$ cat src/modem_defines.svh
`ifndef MODEM_DEFINES_SVH
`define MODEM_DEFINES_SVH

// Entries per word FIFO
`define FIFO_DEPTH		8

// Micro-rotation stages after the fold stage
`define CORDIC_STAGES	6

// Signed X/Y width inside the CORDIC
`define CORDIC_WIDTH	10

// Magnitude of each I or Q component
`define SYM_AMP			5

`endif

$ cat src/modemPkg.sv
`include "modem_defines.svh"

package modemPkg;

	////////////////////
	// Data types
	////////////////////
	typedef logic [3:0]			word_t;		// User data word
	typedef logic [1:0]			dibit_t;	// Bits per symbol
	typedef logic signed [3:0]	sample_t;	// One I or Q component
	typedef logic [7:0]			phase_t;	// 256 counts per full turn

	typedef struct packed {
		sample_t	i;	// In-phase
		sample_t	q;	// Quadrature
	} iqSymbol_t;

	////////////////////
	// CORDIC angles
	////////////////////
	// atan(2^-k) in phase_t units, index k is the stage shift
	parameter phase_t cordicAtan [`CORDIC_STAGES] = '{
		8'd32,	// 45.000 deg
		8'd19,	// 26.565 deg
		8'd10,	// 14.036 deg
		8'd5,	// 7.125 deg
		8'd3,	// 3.576 deg
		8'd1	// 1.790 deg
	};

endpackage

$ cat src/wordFifo.sv
`timescale 1ns/1ps
`include "modem_defines.svh"

module wordFifo #(
	parameter int DEPTH = `FIFO_DEPTH	// Entries
) (
	input	logic				inClock,
	input	logic				rst,
	input	logic				push,		// Write strobe
	input	modemPkg::word_t	pushData,
	input	logic				pop,		// Take head word
	output	modemPkg::word_t	rdData,		// Head word, FWFT
	output	logic				full,
	output	logic				empty
);
	import modemPkg::*;

	localparam int PTR_W = (DEPTH > 1) ? $clog2(DEPTH) : 1;	// Pointer width
	localparam int CNT_W = $clog2(DEPTH + 1);				// Holds 0..DEPTH

	word_t				mem [DEPTH];	// Storage array
	logic [PTR_W-1:0]	wrPtr;			// Next free slot
	logic [PTR_W-1:0]	rdPtr;			// Oldest word
	logic [CNT_W-1:0]	count;			// Occupancy
	logic				doPush;			// Accepted write
	logic				doPop;			// Accepted read

	// Wrap at DEPTH, not at a power of two
	function automatic logic [PTR_W-1:0] nextPtr(input logic [PTR_W-1:0] p);
		return (p == PTR_W'(DEPTH - 1)) ? '0 : p + 1'b1;
	endfunction

	////////////////////
	// Flags and head
	////////////////////
	assign full   = (count == CNT_W'(DEPTH));
	assign empty  = (count == '0);
	assign doPush = push && !full;		// Write while full dropped
	assign doPop  = pop && !empty;		// Read while empty ignored
	assign rdData = mem[rdPtr];			// Falls through, no read latency

	////////////////////
	// Storage
	////////////////////
	always_ff @(posedge inClock) begin
		if (doPush) begin
			mem[wrPtr] <= pushData;	// Seen at read side next cycle
		end
	end

	////////////////////
	// Pointers, count
	////////////////////
	always_ff @(posedge inClock) begin
		if (rst) begin
			wrPtr <= '0;
			rdPtr <= '0;
			count <= '0;
		end else begin
			if (doPush) begin
				wrPtr <= nextPtr(wrPtr);
			end
			if (doPop) begin
				rdPtr <= nextPtr(rdPtr);	// Head removed at this edge
			end
			case ({doPush, doPop})
				2'b10:   count <= count + 1'b1;
				2'b01:   count <= count - 1'b1;
				default: count <= count;	// Idle or both
			endcase
		end
	end

endmodule

$ cat src/qpskCoder.sv
`timescale 1ns/1ps
`include "modem_defines.svh"

module qpskCoder (
	input	logic					inClock,
	input	logic					rst,
	input	modemPkg::word_t		rdData,		// FIFO head
	input	logic					empty,		// FIFO has nothing
	output	logic					pop,		// Take the head word
	output	logic					symValid,	// One symbol this cycle
	output	modemPkg::iqSymbol_t	sym
);
	import modemPkg::*;

	typedef enum logic [1:0] {
		idle,		// Waiting for a word
		sendHigh,	// High symbol on the output
		sendLow		// Low symbol on the output
	} coderState_t;

	coderState_t	state;
	dibit_t			lowDibit;	// Second half of popped word

	// Bit 1 picks I sign, bit 0 picks Q sign
	function automatic iqSymbol_t mapDibit(input dibit_t d);
		iqSymbol_t s;
		s.i = d[1] ? sample_t'(-(`SYM_AMP)) : sample_t'(`SYM_AMP);
		s.q = d[0] ? sample_t'(-(`SYM_AMP)) : sample_t'(`SYM_AMP);
		return s;
	endfunction

	assign pop = (state == idle) && !empty;	// Cycle 0 of a word

	////////////////////
	// Sequencer
	////////////////////
	always_ff @(posedge inClock) begin
		if (rst) begin
			state    <= idle;
			symValid <= 1'b0;
		end else begin
			case (state)
				idle: begin
					symValid <= pop;			// High symbol next cycle
					if (pop) begin
						state <= sendHigh;
					end
				end
				sendHigh: begin
					symValid <= 1'b1;			// Low symbol follows
					state    <= sendLow;
				end
				default: begin
					symValid <= 1'b0;			// Back to idle, 3 cycles per word
					state    <= idle;
				end
			endcase
		end
	end

	////////////////////
	// Symbol payload
	////////////////////
	always_ff @(posedge inClock) begin
		if (pop) begin
			lowDibit <= rdData[1:0];
			sym      <= mapDibit(rdData[3:2]);	// High dibit first
		end else if (state == sendHigh) begin
			sym <= mapDibit(lowDibit);
		end
	end

endmodule

$ cat src/cordicPhase.sv
`timescale 1ns/1ps
`include "modem_defines.svh"

module cordicPhase (
	input	logic					inClock,
	input	logic					rst,
	input	logic					symValid,	// New I/Q this cycle
	input	modemPkg::iqSymbol_t	sym,
	output	logic					phaseValid,	// STAGES+1 cycles later
	output	modemPkg::phase_t		phase		// atan2(Q, I), 256 per turn
);
	import modemPkg::*;

	localparam int N    = `CORDIC_STAGES;	// Rotation stages
	localparam int W    = `CORDIC_WIDTH;	// Datapath width
	localparam int FRAC = W - 6;			// Fraction bits, 6 left for sign and gain

	logic signed [W-1:0]	xPipe [N+1];	// X per stage, index 0 is fold
	logic signed [W-1:0]	yPipe [N+1];	// Y per stage
	phase_t					zPipe [N+1];	// Accumulated angle
	logic [N:0]				vPipe;			// Valid travels alongside
	logic signed [W-1:0]	xIn;
	logic signed [W-1:0]	yIn;

	////////////////////
	// Input scaling
	////////////////////
	// Sign-extend, then move up to get fraction bits for the shifts
	assign xIn = W'(sym.i) <<< FRAC;
	assign yIn = W'(sym.q) <<< FRAC;

	////////////////////
	// Datapath
	////////////////////
	always_ff @(posedge inClock) begin
		// Stage 0, fold left half-plane by 180 deg
		if (xIn < 0) begin
			xPipe[0] <= -xIn;
			yPipe[0] <= -yIn;
			zPipe[0] <= 8'd128;		// Half turn preloaded
		end else begin
			xPipe[0] <= xIn;
			yPipe[0] <= yIn;
			zPipe[0] <= '0;
		end

		// Rotation stages, drive Y toward zero
		for (int k = 1; k <= N; k++) begin
			if (yPipe[k-1] < 0) begin	// Below axis, rotate counter-clockwise
				xPipe[k] <= xPipe[k-1] - (yPipe[k-1] >>> (k - 1));
				yPipe[k] <= yPipe[k-1] + (xPipe[k-1] >>> (k - 1));
				zPipe[k] <= zPipe[k-1] - cordicAtan[k-1];
			end else begin				// On or above axis, rotate clockwise
				xPipe[k] <= xPipe[k-1] + (yPipe[k-1] >>> (k - 1));
				yPipe[k] <= yPipe[k-1] - (xPipe[k-1] >>> (k - 1));
				zPipe[k] <= zPipe[k-1] + cordicAtan[k-1];
			end
		end
	end

	////////////////////
	// Valid pipe
	////////////////////
	always_ff @(posedge inClock) begin
		if (rst) begin
			vPipe <= '0;
		end else begin
			vPipe <= {vPipe[N-1:0], symValid};	// One bit per stage
		end
	end

	assign phaseValid = vPipe[N];
	assign phase      = zPipe[N];	// Wraps mod 256 by width

endmodule

$ cat src/phaseDecoder.sv
`timescale 1ns/1ps

module phaseDecoder (
	input	logic				inClock,
	input	logic				rst,
	input	logic				phaseValid,	// From CORDIC
	input	modemPkg::phase_t	phase,
	input	logic				outFull,	// Output FIFO full
	output	logic				push,		// Word to output FIFO
	output	modemPkg::word_t	pushData,
	output	logic				overflow	// Sticky until rst
);
	import modemPkg::*;

	logic		secondHalf;	// Next dibit completes a word
	dibit_t		hiDibit;	// First dibit held
	dibit_t		rxDibit;	// Dibit of current phase

	////////////////////
	// Quadrant slicer
	////////////////////
	always_comb begin
		case (phase[7:6])	// Top two bits give quadrant
			2'd0:    rxDibit = 2'b00;	// I+, Q+
			2'd1:    rxDibit = 2'b10;	// I-, Q+
			2'd2:    rxDibit = 2'b11;	// I-, Q-
			default: rxDibit = 2'b01;	// I+, Q-
		endcase
	end

	////////////////////
	// Control
	////////////////////
	always_ff @(posedge inClock) begin
		if (rst) begin
			secondHalf <= 1'b0;
			push       <= 1'b0;
			overflow   <= 1'b0;
		end else begin
			push <= phaseValid && secondHalf;	// One cycle after second dibit
			if (phaseValid) begin
				secondHalf <= !secondHalf;
			end
			if (push && outFull) begin
				overflow <= 1'b1;				// Word lost in FIFO
			end
		end
	end

	////////////////////
	// Word assembly
	////////////////////
	always_ff @(posedge inClock) begin
		if (phaseValid && !secondHalf) begin
			hiDibit <= rxDibit;
		end
		if (phaseValid && secondHalf) begin
			pushData <= {hiDibit, rxDibit};	// High dibit arrived first
		end
	end

endmodule

$ cat src/modemTop.sv
`timescale 1ns/1ps
`include "modem_defines.svh"

module modemTop (
	input	logic				inClock,
	input	logic				rst,
	input	logic				inWrite,	// Write strobe, input side
	input	modemPkg::word_t	inData,
	output	logic				inFull,		// Stop writing
	input	logic				outRead,	// Pop one word
	output	modemPkg::word_t	outData,	// Valid while outEmpty low
	output	logic				outEmpty,
	output	logic				overflow	// Output word dropped
);
	import modemPkg::*;

	word_t		fifoWord;	// Input FIFO head
	logic		fifoEmpty;
	logic		coderPop;
	logic		symValid;
	iqSymbol_t	sym;
	logic		phaseValid;
	phase_t		phase;
	logic		decPush;
	word_t		decWord;
	logic		outFull;

	////////////////////
	// Input side
	////////////////////
	wordFifo #(.DEPTH(`FIFO_DEPTH)) inFifo (
		.inClock	(inClock),
		.rst		(rst),
		.push		(inWrite),
		.pushData	(inData),
		.pop		(coderPop),
		.rdData		(fifoWord),
		.full		(inFull),
		.empty		(fifoEmpty)
	);

	qpskCoder coder0 (
		.inClock	(inClock),
		.rst		(rst),
		.rdData		(fifoWord),
		.empty		(fifoEmpty),
		.pop		(coderPop),
		.symValid	(symValid),
		.sym		(sym)
	);

	////////////////////
	// Receive side
	////////////////////
	cordicPhase cordic0 (
		.inClock	(inClock),
		.rst		(rst),
		.symValid	(symValid),
		.sym		(sym),
		.phaseValid	(phaseValid),
		.phase		(phase)
	);

	phaseDecoder decoder0 (
		.inClock	(inClock),
		.rst		(rst),
		.phaseValid	(phaseValid),
		.phase		(phase),
		.outFull	(outFull),
		.push		(decPush),
		.pushData	(decWord),
		.overflow	(overflow)
	);

	wordFifo #(.DEPTH(`FIFO_DEPTH)) outFifo (
		.inClock	(inClock),
		.rst		(rst),
		.push		(decPush),
		.pushData	(decWord),
		.pop		(outRead),
		.rdData		(outData),
		.full		(outFull),
		.empty		(outEmpty)
	);

endmodule

$ cat config.mk
export PLATFORM = sky130hd
export DESIGN_NAME = modemTop
export DESIGN_NICKNAME = d
export VERILOG_FILES = /design/src/modemPkg.sv /design/src/wordFifo.sv /design/src/qpskCoder.sv /design/src/cordicPhase.sv /design/src/phaseDecoder.sv /design/src/modemTop.sv
export VERILOG_INCLUDE_DIRS = /design/src
export SDC_FILE = /design/constraint.sdc
export NUM_CORES = 1
export LEC_CHECK = 0
export BUFFER_PORTS_ARGS = -buffer_cell sky130_fd_sc_hd__buf_2
export CAP_MARGIN = 20
export CORE_UTILIZATION = 39
export CTS_BUF_LIST = sky130_fd_sc_hd__clkbuf_2 sky130_fd_sc_hd__clkbuf_4 sky130_fd_sc_hd__clkbuf_8
export DETAILED_ROUTE_END_ITERATION = 10
export GPL_ROUTABILITY_DRIVEN = 0
export MAX_ROUTING_LAYER = met4
export PLACE_DENSITY_LB_ADDON = 0.1
export SLEW_MARGIN = 20
export SYNTH_ARGS = -nofsm -noshare
export SYNTH_HDL_FRONTEND = slang
export SYNTH_SLANG_ARGS = --single-unit
$ cat constraint.sdc
create_clock -name inClock -period 3.06 [get_ports inClock]
set_clock_uncertainty 0.1 [all_clocks]
set_input_delay 0.612 -clock inClock [delete_from_list [all_inputs] [get_ports inClock]]
set_output_delay 0.612 -clock inClock [all_outputs]
set_load 0.01 [all_outputs]
==> impl_metrics.csv, run 1 <==
group,metric,value,unit
drt,drt_wl_total,16200,um
critical_path,timing.rr.start,"outFifo.count[0]$_SDFFE_PP0P_",
critical_path,critical_path_class,"flop to output pin",
critical_path,reg2regPathDepth,10,
cells_and_area,syn2layout_area_growth,13.2,%
timing,slew_violations,0,
cells_and_area,fin_nets,1033,
critical_path,crit_path_top_delay_cell,"mux4_2",
timing,rsz0062_at_grt,"false",
drt,drt_iter0_drc,187,
critical_path,path_delay_family,"multiplexers",
timing,slew_headroom,51.2,%
critical_path,cp_slowest_stage_delay,540,ps
yosys,ys_seq_area_share,49.1,%
die,dieArea,0.0257,mm2
yosys,yosys_warnings,0,
cells_and_area,final_core_util,45.2,%
die,start_util,40.0,%
placement,port_buffers,14,
clocking,cts.sinks,202,
critical_path,worstReg2RegEnd,"outFifo.count[3]$_SDFFE_PP0P_",
drt,drt-pass1-iter-count,5,
yosys,synth_edf_count,76,
yosys,yosysUniqueCellTypes,53,
die,core,0.0245,mm2
timing,setup_viol,0,
cells_and_area,layout-drive-gt1-share,12.0,%
critical_path,critical_path_required,2350,ps
yosys,synth_top_area_share,25.8,%
worst_hold_path,worstHoldPathCells,0,
global_route,grt_pass1_vias,5813,
die,die_y,160,um
yosys,yosys.area.top_type,"dfxtp_1",
power,peakVddDrop,515,uV
global_route,overflow,0,
yosys,synthFlopType,"dfxtp_1",
critical_path,cp_num_buf_inv,1,
timing,fin_crit_sh,89.2,%
yosys,synth_area,0.00978,mm2
clocking,cts_tree,"done",
timing,worstMarginPinSlew,726,ps
power,pwr-share-seq,31.9,%
clocking,htreeDepth,2,
drt,postRouteAntennaNets,0,
cells_and_area,nFillCells,2314,
global_route,antenna_found_initial,0,
timing,min_period,2730,ps
yosys,netlist_instances,872,
power,leakage,4.64,nW
global_route,grt_pass1_wl,27900,um
die,rows,57,
power,p_switching,5.11,mW
yosys,avgSynthCellArea,11.2,um2
critical_path,cp.arrival,2020,ps
clocking,worstSkewPairLatency,520,ps
drt,vias_per_cell,4.65,
yosys,async_reset_ff_share,0,%
yosys,ys_seq_elements,202,
worst_hold_path,hold_start,"cordic0.zPipe[1][7]$_DFF_P_",
critical_path,cp-start-kind,"flop",
worst_hold_path,hold_end,"cordic0.zPipe[2][7]$_DFF_P_",
power,power-per-cell-area,1240,mW/mm2
placement,dp_hpwl,11800,um
die,ios,15,
timing,finalSetupTns,0,ps
timing,fmax,366,MHz
critical_path,cp_max_fo,8,
die,fp.dieW,160,um
power,p_sw_share,37.3,%
critical_path,setup.worst_path.end_class,"output pin",
clocking,root_buffer,"clkbuf_8",
critical_path,r2r_slack,500,ps
power,power_frac_comb,47.4,%
power,power.internal,8.60,mW
global_route,grt.total_usage,13.6,%
drt,route.vias.total,5887,
global_route,grt_max_degree,34,
power,clockPowerShare,20.7,%
clocking,clock_path_buffers,3,
worst_hold_path,min_path_type,"flop to flop",
critical_path,crit_chain,"mux4_2, mux2_2, buf_2",
job,max_cap_violations,0,
drt,drc,0,
drt,wl_per_cell,12.8,um
timing,hold_viol,0,
clocking,cts_made_buffers,36,
outcome,outcome,"complete, no violations",
cells_and_area,antenna_cells,0,
clocking,clk_pin_slew,60,ps
yosys,synth.area.top_cells,"dfxtp_1, edfxtp_1, ha_1, xnor2_1, mux4_2",
[worst max path at each step]
stage	from	to	slack, ps	depth (start not counted)
2_1_floorplan	outFifo.count[0]$_SDFFE_PP0P_	outFifo.count[3]$_SDFFE_PP0P_	440	10
3_3_place_gp	inWrite	inFifo.count[3]$_SDFFE_PP0P_	560	9
3_5_place_dp	outFifo.count[0]$_SDFFE_PP0P_	outFifo.count[3]$_SDFFE_PP0P_	510	10
4_1_cts	flop	outData[1]	40	3
5_1_grt	flop	outData[1]	210	3
6_report	flop	outData[1]	330	3
[cells in the mapped netlist, types with 4 or more instances]
cell / count
edfxtp_1: 76
nand2b_1: 14
nand3_1: 8
nor2b_1: 16
a21o_1: 14
ha_1: 96
clkbuf_1: 15
nor4_1: 8
a31oi_1: 6
xnor2_1: 45
nor3_1: 31
nor3b_1: 7
o21a_1: 4
dfxtp_1: 126
xor2_1: 34
mux2_2: 10
nand2_1: 44
or3_1: 6
o21ai_0: 22
nor4b_1: 4
mux4_2: 16
a21oi_1: 54
fa_1: 14
inv_1: 73
nor2_1: 76
mux2i_1: 5
a21boi_0: 5
[cell usage in the layout (no fill, tap or decap), drive strengths merged, types with 14 or more instances in the layout]
| cell | n |
|---|---|
| a21o | 14 |
| a21oi | 54 |
| buf | 21 |
| clkbuf | 49 |
| dfxtp | 126 |
| edfxtp | 76 |
| fa | 14 |
| ha | 96 |
| inv | 75 |
| mux4 | 16 |
| nand2 | 44 |
| nand2b | 14 |
| nor2 | 76 |
| nor2b | 16 |
| nor3 | 31 |
| o21ai | 22 |
| xnor2 | 45 |
| xor2 | 34 |
[logic make-up (layout without fill, tap and decap cells)]
logic type | Yosys count | in the layout | share of synthesized area (%)
AOI/OAI and AO/OA | 125 | 125 | 7.91
DFF | 202 | 202 | 49.1
adders and majority gates | 110 | 110 | 15.2
muxes | 32 | 32 | 5.50
other | 2 | 4 | 0.0768
xor gates and xnor gates | 79 | 79 | 7.08
buffers and inverters | 91 | 159 | 3.56
and+or+nand+nor | 231 | 231 | 11.6
[layout make-up]
class	instances	area, um2	area share (%)
sequential	202	4810	43.4
multi-input combinational	581	4630	41.8
tap	324	405	3.66
clock inverter	16	210	1.90
inverter	73	274	2.48
clock buffer	49	618	5.59
timing repair buffer	21	123	1.11
[routing by layer]
layer / vias to the layer above / track usage (%) / wire, um
met2: 56 / 20.3 / 7160
li1: 3130 / - / -
met1: 2672 / 18.3 / 8240
met3: 29 / 2.97 / 498
met4: 0 / 4.85 / 312
met5: - / - / 0
[power by group through the flow]
stage,Sequential (mW),Clock (mW),Combinational [mW]
floorplan,4.17,0,5.49
global placement,4.45,0,6.54
detailed placement,4.45,0,6.57
CTS,4.39,2.93,6.62
global route,4.50,3.07,7.57
finish,4.38,2.83,6.50
[repair_timing]
action,4_1_cts,5_1_grt
resized for setup,0,1
hold buffers,0,0
setup buffers,0,0
endpoints found under the setup margin,0,2
endpoints found under the hold margin,0,0
[stage by stage]
| step | hold WS (ps) | cells | power, mW | instance area, um2 | setup WS (ps) |
|---|---|---|---|---|---|
| 6_report | 225 | 1266 | 13.7 | 11100 | 330 |
| 5_1_grt | 229 | 1266 | 15.1 | 11100 | 214 |
| 4_1_cts | 226 | 1266 | 13.9 | 11100 | 42.4 |
| 3_5_place_dp | 212 | 1201 | 11.0 | 10200 | 506 |
| 3_3_place_gp | 212 | 1201 | 11.0 | 10200 | 558 |
| 2_1_floorplan | 250 | 874 | 9.66 | 9780 | 435 |
[flip-flops by register name (all words and copies together), names as in the netlist, 3 cells and up, named ones only]
register / count
inFifo.rdPtr: 3
cordic0.xPipe: 26
cordic0.yPipe: 32
cordic0.vPipe: 7
outFifo.count: 4
outFifo.wrPtr: 3
inFifo.count: 4
cordic0.zPipe: 29
inFifo.wrPtr: 3
outFifo.rdPtr: 3
decoder0.pushData: 4
coder0.sym: 4
outFifo.mem: 32
inFifo.mem: 32
Note: power is estimated with default switching activity, not from simulation.
==> run 2: changes to the inputs <==
--- a/config.mk
+++ b/config.mk
@@ -14,6 +14,7 @@
 export GPL_ROUTABILITY_DRIVEN = 0
 export MAX_ROUTING_LAYER = met4
 export PLACE_DENSITY_LB_ADDON = 0.1
+export REMOVE_ABC_BUFFERS = 1
 export SLEW_MARGIN = 20
 export SYNTH_ARGS = -nofsm -noshare
 export SYNTH_HDL_FRONTEND = slang
==> run 2 against run 1 <==
Net effect: final area down 0.33%; worst hold slack barely moved; register-to-register slack hardly changed; combinational power hardly changed; fmax rose by 0.39%; total power down 1.2%; highest routed layer unchanged; utilization shrank 0.15 points; sequential share of layout area grew 0.14 points.
==> impl_metrics.csv, run 2 (synthesis results as in run 1) <==
group,metric,value,unit
drt,route.vias.total,5962,
timing,slew_headroom,48.1,%
worst_hold_path,hold_start,"cordic0.zPipe[1][6]$_DFF_P_",
job,max_cap_violations,0,
die,ios,15,
cells_and_area,nFillCells,2318,
cells_and_area,mostFrequentLayoutCells,"dfxtp_1, ha_1, nor2_1, edfxtp_1, inv_1",
worst_hold_path,min_path_type,"flop to flop",
die,fp.dieW,160,um
worst_hold_path,worstHoldPathCells,0,
global_route,grt_pass1_wl,29000,um
clocking,cts.sinks,202,
placement,dp_hpwl,11900,um
timing,finalSetupTns,0,ps
cells_and_area,antenna_cells,0,
drt,drc,0,
worst_hold_path,hold_end,"cordic0.zPipe[2][6]$_DFF_P_",
clocking,worstSkewPairLatency,530,ps
drt,vias_per_cell,4.72,
critical_path,setup.worst_path.end_class,"output pin",
clocking,cts_made_buffers,36,
cells_and_area,regArea,0.00481,mm2
cells_and_area,multi_input_area,0.00463,mm2
global_route,grt_pass1_vias,6018,
power,leakage,4.63,nW
die,rows,57,
clocking,clock_path_buffers,3,
timing,setup_viol,0,
critical_path,reg2regPathDepth,12,
drt,postRouteAntennaNets,0,
drt,drt_wl_total,16600,um
clocking,postCtsSetupBuffers,0,
critical_path,cp_max_fo,8,
cells_and_area,final_core_util,45.1,%
power,power_frac_comb,47.8,%
placement,place_ws,470,ps
die,start_util,40.0,%
cells_and_area,layout-drive-gt1-share,12.4,%
power,total_power,13.5,mW
cells_and_area,top_regs,"cordic0.yPipe (32), inFifo.mem (32), outFifo.mem (32)",
timing,fin_ws,341,ps
die,die_y,160,um
critical_path,worstReg2RegEnd,"cordic0.xPipe[1][9]$_DFF_P_",
outcome,outcome,"complete, no violations",
clocking,root_buffer,"clkbuf_8",
power,power.internal,8.42,mW
die,core,0.0245,mm2
cells_and_area,syn2layout_area_growth,12.8,%
critical_path,cp-start-kind,"flop",
timing,fmax,368,MHz
placement,placed_cell_area,0.0102,mm2
clocking,htreeDepth,2,
critical_path,critical_path_class,"flop to output pin",
cells_and_area,final_common_cell,"dfxtp_1",
timing,fin_crit_sh,88.9,%
timing,rsz0062_at_grt,"false",
critical_path,cp.arrival,2010,ps
placement,port_buffers,14,
cells_and_area,fin_nets,1033,
global_route,overflow,0,
timing,min_period,2720,ps
clocking,hold_buffers,0,
global_route,grt.total_usage,14.2,%
die,dieArea,0.0257,mm2
global_route,antenna_found_initial,0,
power,pwr-share-seq,32.4,%
clocking,clk_pin_slew,60,ps
timing,hold_viol,0,
drt,wl_per_cell,13.1,um
timing,slew_violations,0,
drt,drt-pass1-iter-count,4,
drt,drt_iter0_drc,182,
clocking,cts_tree,"done",
critical_path,r2r_slack,510,ps
critical_path,critical_path_required,2350,ps
power,peakVddDrop,530,uV
critical_path,timing.rr.start,"cordic0.yPipe[0][33]$_DFF_P_",
timing,worstMarginPinSlew,773,ps
power,p_switching,5.13,mW
cells_and_area,final_area,0.0110,mm2
power,p_sw_share,37.9,%
power,power-per-cell-area,1230,mW/mm2
power,clockPowerShare,19.7,%
global_route,grt_max_degree,34,
-- run 2: metrics by stage --
stage	std cells	hold WS, ps
after floorplan	856	210
after global placement	1201	211
after detailed placement	1201	213
after CTS	1264	208
after global routing	1264	224
final	1264	225
-- run 2: worst max path at each step --
stage,start,endpoint,slack (ps),cells past startpoint
6_report,flop,outData[3],340,3
5_1_grt,cordic0.xPipe[0][33]$_DFF_P_,cordic0.yPipe[1][8]$_DFF_P_,210,12
4_1_cts,flop,outData[3],50,3
3_5_place_dp,outFifo.count[0]$_SDFFE_PP0P_,outFifo.count[3]$_SDFFE_PP0P_,470,10
3_3_place_gp,outFifo.count[0]$_SDFFE_PP0P_,outFifo.count[3]$_SDFFE_PP0P_,550,10
2_1_floorplan,outFifo.count[0]$_SDFFE_PP0P_,outFifo.count[3]$_SDFFE_PP0P_,440,10
-- run 2: area by class of cell --
cell class	instances	share of cell area (%)
multi-input cells	581	42.0
clock buffers	53	6.39
well taps	324	3.68
clock inverters	10	0.794
inverters	73	2.48
repair buffers	21	1.11
flip-flops and latches	202	43.6
-- run 2: worst max-delay path, stage by stage (launching register included) --
cell	delay (ps)
dfxtp_2	510
mux4_2	560
mux2_2	280
buf_2	140
-- run 2: per-layer routing --
layer	up-vias	GRT usage (%)	wire (um)
li1	3131	-	-
met1	2730	18.7	8330
met2	64	21.8	7310
met3	37	3.00	560
met4	0	4.98	378
met5	-	-	0
-- run 2: power by group through the flow --
stage          Combinational, mW  Sequential [mW]  Clock, mW
2_1_floorplan               5.33             4.28          0
3_3_place_gp                6.55             4.47          0
3_5_place_dp                6.56             4.46          0
4_1_cts                     6.61             4.42       2.78
5_1_grt                     7.60             4.52       2.90
6_report                    6.48             4.39       2.68
-- run 2: repair_timing --
action,CTS,global route
endpoints found under the hold margin,0,0
resized for setup,0,1
setup endpoints to repair,0,1
